### src/tft.mem
// one {dc, byte} word per line, dc in the top hex digit: 0 command, 1 data
0CB
139
12C
100
134
102
0CF
100
1C1
130
0E8
185
100
178
0EA
100
100
0ED
164
103
112
181
0F7
120
0C0
123
0C1
110
0C5
13E
128
0C7
186
036
148
03A
155
0B1
100
118
0B6
108
182
127
0F2
100
026
101
020
013
029
02C

### src/tftPkg.sv
// ILI9341 display driver package: widths, register map, controller states and bundles
package tftPkg;

	// sizes
	localparam int INIT_SEQ_LEN = 52; // words in the init rom image
	localparam int FB_DEPTH = 256; // pixels in the frame buffer
	localparam int CLK_MHZ = 12; // intended system clock, sets the delay defaults

	typedef logic [8:0] spiWord_t; // bit 8 dc flag, 7..0 byte
	typedef logic [15:0] pixel_t; // rgb565
	typedef logic [7:0] fbAddr_t;
	typedef logic [5:0] initAddr_t;
	typedef logic [23:0] delayTicks_t; // clock cycles
	typedef logic [2:0] regAddr_t;

	// power-up timing defaults, datasheet minimums
	localparam delayTicks_t DEF_RESET_TICKS = delayTicks_t'(CLK_MHZ * 10); // 10 us
	localparam delayTicks_t DEF_POWERUP_TICKS = delayTicks_t'(CLK_MHZ * 120000); // 120 ms
	localparam delayTicks_t DEF_SLEEP_TICKS = delayTicks_t'(CLK_MHZ * 5000); // 5 ms
	localparam delayTicks_t DEF_SETTLE_TICKS = delayTicks_t'(CLK_MHZ * 10000); // 10 ms

	localparam logic [7:0] CMD_SLEEP_OUT = 8'h11;

	// config register map
	localparam regAddr_t REG_ENABLE = 3'd0;
	localparam regAddr_t REG_RESET_TICKS = 3'd1;
	localparam regAddr_t REG_POWERUP_TICKS = 3'd2;
	localparam regAddr_t REG_SLEEP_TICKS = 3'd3;
	localparam regAddr_t REG_SETTLE_TICKS = 3'd4;

	typedef enum logic [2:0] {START, HOLD_RESET, WAIT_POWERUP, SEND_INIT, STREAM} tftState_t;

	typedef struct packed {
		logic strobe; // one cycle per write
		regAddr_t addr;
		delayTicks_t data; // enable uses bit 0 only
	} hostWrite_t;

	typedef struct packed {
		logic strobe;
		fbAddr_t addr;
		pixel_t data;
	} fbWrite_t;

	typedef struct packed {
		logic enable;
		delayTicks_t resetTicks;
		delayTicks_t powerupTicks;
		delayTicks_t sleepTicks;
		delayTicks_t settleTicks;
	} tftConfig_t;

	typedef struct packed {
		logic sck;
		logic sdi;
		logic dc;
		logic cs;
		logic panelReset; // active low at the panel
	} tftPins_t;

endpackage

### src/tftInitRom.sv
`timescale 1ns/1ps
// ILI9341 init sequence ROM: power, gamma and pixel-format words with a registered read
module tftInitRom import tftPkg::*; (
	input logic clk,
	input initAddr_t addr,
	output spiWord_t word
);

	// full index range so the end-of-sequence address stays in bounds
	localparam int ROM_DEPTH = 2 ** $bits(initAddr_t);

	spiWord_t rom [ROM_DEPTH];

	// image holds {dc, byte} per line in hex
	initial begin
		$readmemh("/design/src/tft.mem", rom, 0, INIT_SEQ_LEN - 1);
	end

	// one cycle read latency, controller accounts for it
	always_ff @(posedge clk) begin
		word <= rom[addr];
	end

endmodule

### src/tftSpiSerializer.sv
`timescale 1ns/1ps
// ILI9341 SPI serializer: shifts one 9-bit word out msb first, framed by cs
module tftSpiSerializer import tftPkg::*; (
	input logic clk,
	input logic reset,
	input spiWord_t word, // latched on send
	input logic send, // one-cycle strobe, only while idle
	output logic sck,
	output logic sdi,
	output logic dc,
	output logic cs,
	output logic idle
);

	logic [7:0] shiftReg; // msb sits on sdi
	logic [3:0] bitCnt; // bits already finished in this word
	logic phase; // 0 sck low half, 1 sck high half
	logic busy;

	assign sdi = shiftReg[7];
	assign idle = !busy; // registered, so idle drops the cycle after send

	always_ff @(posedge clk) begin
		if (reset) begin
			busy <= 1'b0;
			cs <= 1'b1;
			sck <= 1'b0;
			dc <= 1'b0;
			phase <= 1'b0;
			bitCnt <= '0;
			shiftReg <= '0;
		end else if (!busy) begin
			if (send) begin
				shiftReg <= word[7:0];
				dc <= word[8]; // held for the whole word
				cs <= 1'b0; // low from the next cycle
				busy <= 1'b1;
				bitCnt <= '0;
				phase <= 1'b0;
			end
		end else if (!phase) begin
			sck <= 1'b1; // panel samples on this edge
			phase <= 1'b1;
		end else begin
			sck <= 1'b0;
			phase <= 1'b0;
			if (bitCnt == 4'd7) begin
				// last bit done, close the frame
				cs <= 1'b1;
				busy <= 1'b0;
			end else begin
				bitCnt <= bitCnt + 4'd1;
				shiftReg <= {shiftReg[6:0], 1'b0}; // next bit while sck low
			end
		end
	end

endmodule

### src/tftFrameBuffer.sv
`timescale 1ns/1ps
// pixel frame buffer: host write port and registered read port for the stream
module tftFrameBuffer import tftPkg::*; (
	input logic clk,
	input fbWrite_t hostFb, // single-cycle writes, never stalled
	input fbAddr_t rdAddr, // from the controller
	output pixel_t rdPixel // valid one cycle after rdAddr
);

	pixel_t mem [FB_DEPTH];

	// host port
	// repaint can happen while the stream is running
	always_ff @(posedge clk) begin
		if (hostFb.strobe) begin
			mem[hostFb.addr] <= hostFb.data;
		end
	end

	// stream port
	// read before write on a same-address collision,
	// new value shows on the following read
	always_ff @(posedge clk) begin
		rdPixel <= mem[rdAddr];
	end

endmodule

### src/tftConfigRegs.sv
`timescale 1ns/1ps
// display config registers: enable bit and the four power-up delay counts
module tftConfigRegs import tftPkg::*; (
	input logic clk,
	input logic reset,
	input hostWrite_t hostReg, // strobed, no back-pressure
	output tftConfig_t cfg // straight from the flops
);

	always_ff @(posedge clk) begin
		if (reset) begin
			cfg.enable <= 1'b0; // panel stays untouched until the host says go
			cfg.resetTicks <= DEF_RESET_TICKS;
			cfg.powerupTicks <= DEF_POWERUP_TICKS;
			cfg.sleepTicks <= DEF_SLEEP_TICKS;
			cfg.settleTicks <= DEF_SETTLE_TICKS;
		end else if (hostReg.strobe) begin
			// address decode
			case (hostReg.addr)
				REG_ENABLE: begin
					cfg.enable <= hostReg.data[0];
				end
				REG_RESET_TICKS: begin
					cfg.resetTicks <= hostReg.data; // panel reset pulse width
				end
				REG_POWERUP_TICKS: begin
					cfg.powerupTicks <= hostReg.data;
				end
				REG_SLEEP_TICKS: begin
					cfg.sleepTicks <= hostReg.data; // after sleep-out
				end
				REG_SETTLE_TICKS: begin
					cfg.settleTicks <= hostReg.data; // before first pixel
				end
				default: begin
					// unmapped address, write dropped
				end
			endcase
		end
	end

endmodule

### src/tftController.sv
`timescale 1ns/1ps
// ILI9341 controller FSM: panel reset, power-up, init words, then endless pixel stream
module tftController import tftPkg::*; (
	input logic clk,
	input logic reset,
	input tftConfig_t cfg,
	output initAddr_t romAddr, // doubles as the init word counter
	input spiWord_t romWord, // one cycle behind romAddr
	output fbAddr_t fbAddr,
	input pixel_t fbPixel, // one cycle behind fbAddr
	output spiWord_t spiWord,
	output logic spiSend,
	input logic spiIdle,
	output logic panelReset // active low
);

	tftState_t state;
	delayTicks_t remainingTicks; // countdown before the next step
	logic lowByte; // next pixel byte is the low one
	logic [7:0] pixelByte;
	logic lastPixel;

	// high byte first, then low byte of the same pixel
	assign pixelByte = lowByte ? fbPixel[7:0] : fbPixel[15:8];
	assign lastPixel = (fbAddr == fbAddr_t'(FB_DEPTH - 1));

	always_ff @(posedge clk) begin
		if (reset) begin
			state <= START;
			remainingTicks <= '0;
			panelReset <= 1'b1;
			spiSend <= 1'b0;
			romAddr <= '0;
			fbAddr <= '0;
			lowByte <= 1'b0;
		end else begin
			spiSend <= 1'b0; // strobe lasts one cycle

			if (remainingTicks != '0) begin
				remainingTicks <= remainingTicks - 1'b1;
			end else if (spiIdle && !spiSend) begin
				// idle lags send by a cycle, hence the spiSend check
				case (state)
					START: begin
						if (cfg.enable) begin
							panelReset <= 1'b0; // assert panel reset
							remainingTicks <= cfg.resetTicks;
							state <= HOLD_RESET;
						end
					end

					HOLD_RESET: begin
						panelReset <= 1'b1; // release, panel boots
						remainingTicks <= cfg.powerupTicks;
						state <= WAIT_POWERUP;
					end

					WAIT_POWERUP: begin
						// sleep-out is a command, dc low
						spiWord <= {1'b0, CMD_SLEEP_OUT};
						spiSend <= 1'b1;
						remainingTicks <= cfg.sleepTicks;
						state <= SEND_INIT;
					end

					SEND_INIT: begin
						if (romAddr < initAddr_t'(INIT_SEQ_LEN)) begin
							// romWord settled long ago, serializer takes 18 cycles
							spiWord <= romWord;
							spiSend <= 1'b1;
							romAddr <= romAddr + 1'b1;
						end else begin
							remainingTicks <= cfg.settleTicks;
							state <= STREAM;
						end
					end

					STREAM: begin
						spiWord <= {1'b1, pixelByte}; // pixel data, dc high
						spiSend <= 1'b1;
						lowByte <= !lowByte;
						if (lowByte) begin
							// pixel done, fetch the next one
							fbAddr <= lastPixel ? '0 : fbAddr + 1'b1;
						end
					end

					default: begin
						state <= START;
					end
				endcase
			end
		end
	end

endmodule

### src/tftSubsystem.sv
`timescale 1ns/1ps
// ILI9341 display subsystem top: config, controller, init rom, frame buffer and SPI
module tftSubsystem import tftPkg::*; (
	input logic clk,
	input logic reset,
	input hostWrite_t hostReg, // config writes
	input fbWrite_t hostFb, // pixel writes
	output tftPins_t pins // to the panel connector
);

	tftConfig_t cfg;
	initAddr_t romAddr;
	spiWord_t romWord;
	fbAddr_t fbAddr;
	pixel_t fbPixel;
	spiWord_t spiWord;
	logic spiSend;
	logic spiIdle;
	logic sck, sdi, dc, cs; // serializer pins
	logic panelReset; // controller pin

	tftConfigRegs configRegs0 (
		.clk(clk),
		.reset(reset),
		.hostReg(hostReg),
		.cfg(cfg)
	);

	tftController controller0 (
		.clk(clk),
		.reset(reset),
		.cfg(cfg),
		.romAddr(romAddr),
		.romWord(romWord),
		.fbAddr(fbAddr),
		.fbPixel(fbPixel),
		.spiWord(spiWord),
		.spiSend(spiSend),
		.spiIdle(spiIdle),
		.panelReset(panelReset)
	);

	tftInitRom initRom0 (.clk(clk), .addr(romAddr), .word(romWord));

	tftFrameBuffer frameBuffer0 (
		.clk(clk),
		.hostFb(hostFb),
		.rdAddr(fbAddr),
		.rdPixel(fbPixel)
	);

	tftSpiSerializer spi0 (
		.clk(clk),
		.reset(reset),
		.word(spiWord),
		.send(spiSend),
		.sck(sck),
		.sdi(sdi),
		.dc(dc),
		.cs(cs),
		.idle(spiIdle)
	);

	assign pins = '{sck: sck, sdi: sdi, dc: dc, cs: cs, panelReset: panelReset};

endmodule

### config.mk
export PLATFORM = sky130hd
export DESIGN_NAME = tftSubsystem
export DESIGN_NICKNAME = d
export VERILOG_FILES = /design/src/tftPkg.sv /design/src/tftInitRom.sv /design/src/tftSpiSerializer.sv /design/src/tftFrameBuffer.sv /design/src/tftConfigRegs.sv /design/src/tftController.sv /design/src/tftSubsystem.sv
export SDC_FILE = /design/constraint.sdc
export NUM_CORES = 2
export LEC_CHECK = 0
export ABC_CLOCK_PERIOD_IN_PS = 4000
export BUFFER_PORTS_ARGS = -buffer_cell sky130_fd_sc_hd__buf_2
export CORE_MARGIN = 3
export CORE_UTILIZATION = 25
export CTS_CLUSTER_DIAMETER = 120
export CTS_CLUSTER_SIZE = 10
export DETAILED_ROUTE_END_ITERATION = 8
export GPL_ROUTABILITY_DRIVEN = 0
export REMOVE_ABC_BUFFERS = 1
export SLEW_MARGIN = 20
export SYNTH_ARGS = -nofsm -noshare
export SYNTH_HDL_FRONTEND = slang
export SYNTH_HIERARCHICAL = 1
export SYNTH_MEMORY_MAX_BITS = 65536
export SYNTH_SLANG_ARGS = --single-unit
### constraint.sdc
create_clock -name clk -period 4 [get_ports clk]
set_clock_uncertainty 0.15 [all_clocks]
set_input_delay 0.4 -clock clk [delete_from_list [all_inputs] [get_ports clk]]
set_output_delay 0.4 -clock clk [all_outputs]
set_load 0.005 [all_outputs]
==> results_dict.tcl <==
set metrics [dict create \
    drt_pre_antenna_iters 6 \
    setup_violations 0 \
    arrival_ns 4.69 \
    yosys_warnings 6 \
    grt_antenna_before_repair 28 \
    cts_tree "built" \
    ys_types 83 \
    reg2reg_depth 10 \
    fin_crit_sh 0.992 \
    routed_wl_mm 463 \
    fill_cells 64500 \
    critPathMaxFanout 65 \
    slowest_delay_ns 0.88 \
    ant_nets 0 \
    status "complete, no violations" \
    whs_ns 0.0986 \
    fin_ws_ns 0.0337 \
    insertion_delay_ns 1.03 \
    drc 0 \
    min-delay-start "hostReg[20]" \
    worst-r2r-setup-slack_ns 0.03 \
    grt_overflow 0 \
    synth_top_flop_cell "edfxtp_1" \
    routedWlPerCell_um 25.6 \
    drive_gt1_frac 0.254 \
    end_kind "register" \
    vias 87300 \
    async_reset_ff_frac 0 \
    synth_edf_count 4105 \
    grt_pass1_vias 85400 \
    cts_buffer_depth 4 \
    avgSynthCellArea_um2 20.2 \
    placed_area_um2 183000 \
    grt_usage 0.131 \
    dp_hpwl_mm 278 \
    start_util 0.252 \
    synth.area.top_cells "edfxtp_1 (74%), mux4_2 (11%), mux2i_1 (4.1%)" \
    rows 299 \
    critPathRequiredTime_ns 4.72 \
    timing.rr.start "controller0/fbAddr[0]$_SDFFE_PP0P_" \
    stdcell_area_um2 196000 \
    die_x_um 824 \
    drv_cap 0 \
    grt_start_max_net_pins 151 \
    p_leak_nw 58.0 \
    h-tree-depth 5 \
    maxSlewViolCount 0 \
    hold_class "in2reg" \
    nNetsFinal 9130 \
    cp_cell_sequence "buf_12 > buf_12 > buf_12 > mux4_2 > and3_1 > a2111oi_1 > buf_4 > a21oi_1 > nand4_1 > nor4_1" \
    fin_util 0.295 \
    core_area_um2 665000 \
    min_path_cells 4 \
    synth_top_area_frac 0.737 \
    grt_pass1_wl_mm 658 \
    cts_buffers 468 \
    viasPerCell 4.82 \
    drt-initial-drc-count 11100 \
    synth_commonest_cells "edfxtp_1 (4,105), mux4_2 (797), mux2i_1 (682), nor2_1 (371), clkbuf_1 (278)" \
    cp_slowest_cell "a2111oi_1" \
    crit_type "reg2reg" \
    ir_drop_v 0.000410 \
    yosysTopAreaCell "edfxtp_1" \
    ys_ff_latch 4279 \
    syn_area_um2 167000 \
    clock-sinks 4279 \
    place_ws_ns -0.283 \
    tightest_slew_ns 1.22 \
    root_buffer "clkbuf_16" \
    period_minus_slack_ns 3.97 \
    min_to "configRegs0/cfg[68]$_SDFFE_PP1P_" \
    areaGrowthSynthToFinish_pct 17.2 \
    hold_viol 0 \
    clk_pin_slew_ns 0.06 \
    yosysMostFrequentCell "edfxtp_1" \
    numPortBuffers 59 \
    post_cts_buffers 0 \
    power.total_mw 89.7 \
    fp.dieArea_um2 679000 \
    start_kind "register" \
    ys_seq_area_frac 0.757 \
    r2r-end "frameBuffer0/rdPixel[14]$_DFF_P_" \
    io_pins 60 \
    syn-instance-count 8301 \
    relSlewSlack 0.165 \
    max_freq_mhz 252 \
    crit_path_frequent_cell "buf_12" \
    fp.dieH_um 824 \
    p_per_area_nw_per_um2 458 \
]
-- logic make-up after synthesis --
kind of cell	count (synthesis)	synth area share
flops	4279	0.757
other cells	1	0.0000224
compound gates	957	0.0399
simple gates	895	0.0265
mux	1590	0.156
buf+inv	552	0.0190
fa+ha+maj	5	0.000374
xor+xnor	22	0.00115
-- state kept, by name, summed over array words and instances, names as in the netlist, 3 cells and up --
name                        cells
controller0/fbAddr              8
controller0/spiWord             9
spi0/shiftReg                   8
frameBuffer0/mem             4096
controller0/state               3
spi0/bitCnt                     4
controller0/remainingTicks     24
configRegs0/cfg                97
controller0/romAddr             6
frameBuffer0/rdPixel           16
-- worst max-delay path, delay by kind of cell, from the launching register on --
kind / cells / cell delay, ns
flip-flops: 1 / 0.37
AO/OA/AOI/OAI: 2 / 0.92
buffers and inverters: 4 / 1.13
AND/OR/NAND/NOR: 3 / 0.48
multiplexers: 1 / 0.62
-- cell usage in the layout (no fill, tap or decap), types with 20 or more instances in the layout --
master and instances:
o221ai_1 252, nand2b_1 102, clkbuf_1 103, nor2_2 93, dlygate4sd3_1 60, edfxtp_1 4105, and3_1 21, a211oi_1 31
nor4_1 25, buf_4 629, buf_12 82, nor3_1 109, a22oi_1 64, a22o_1 32, nand3_1 42, o22ai_1 150
o21ai_0 72, o31ai_1 20, dfxtp_1 168, clkbuf_16 468, nor2b_1 35, nand4_1 32, a21oi_1 238, mux2_2 109
mux4_2 797, buf_2 42, nor2_1 277, mux2i_1 681, a221oi_1 27, clkinv_16 20, nand2_1 72
-- final cells by class --
| cell class | count | area, µm² | area share |
|---|---|---|---|
| inverters | 13 | 61.3 | 0.000313 |
| multi-input cells | 3478 | 37900 | 0.193 |
| clock inverters | 34 | 763 | 0.00389 |
| repair buffers | 830 | 7440 | 0.0379 |
| clock buffers | 571 | 12100 | 0.0617 |
| flip-flops and latches | 4279 | 127000 | 0.646 |
| diodes | 9 | 22.5 | 0.000115 |
| well taps | 8879 | 11100 | 0.0566 |
-- metal layers --
layer | up-vias | track usage | part of all wire
met5 | - | 0 | 0.00014
met4 | 10 | 0.0369 | 0.030
met3 | 677 | 0.0231 | 0.087
met2 | 4074 | 0.208 | 0.46
met1 | 46500 | 0.186 | 0.42
li1 | 36000 | - | -
-- worst max-delay path by stage --
| stage | from | end | depth (start not counted) | slack [ns] |
|---|---|---|---|---|
| floorplan | controller0/fbAddr[0]$_SDFFE_PP0P_ | controller0/fbAddr[3]$_SDFFE_PP0P_ | 6 | -48.98 |
| global placement | controller0/fbAddr[0]$_SDFFE_PP0P_ | frameBuffer0/rdPixel[7]$_DFF_P_ | 12 | -0.32 |
| detailed placement | controller0/fbAddr[0]$_SDFFE_PP0P_ | frameBuffer0/rdPixel[7]$_DFF_P_ | 12 | -0.28 |
| CTS | controller0/fbAddr[2]$_SDFFE_PP0P_ | frameBuffer0/rdPixel[10]$_DFF_P_ | 8 | 0.001 |
| global route | controller0/fbAddr[0]$_SDFFE_PP0P_ | frameBuffer0/rdPixel[6]$_DFF_P_ | 10 | -0.002 |
| finish | controller0/fbAddr[0]$_SDFFE_PP0P_ | frameBuffer0/rdPixel[14]$_DFF_P_ | 10 | 0.03 |
-- through the flow --
step,cells,TNS [ns]
after floorplan,7770,-1156.32
after global placement,17400,-0.953
after detailed placement,17400,-0.703
after CTS,18100,0
after global routing,18100,-0.00223
final,18100,0
-- power by group --
part / internal, mW / switching [mW] / total, mW
registers: 49.3 / 0.122 / 49.4
clock network: 21.1 / 17.0 / 38.1
logic: 0.653 / 1.63 / 2.28
-- what timing repair did --
item / CTS / global route
setup endpoints to repair: 5 / 1
hold buffers: 60 / 0
pin swaps: 1 / 1
gates resized for setup: 5 / 1
endpoints found under the hold margin: 1543 / 0
Note: power is estimated with default switching activity, not from simulation.
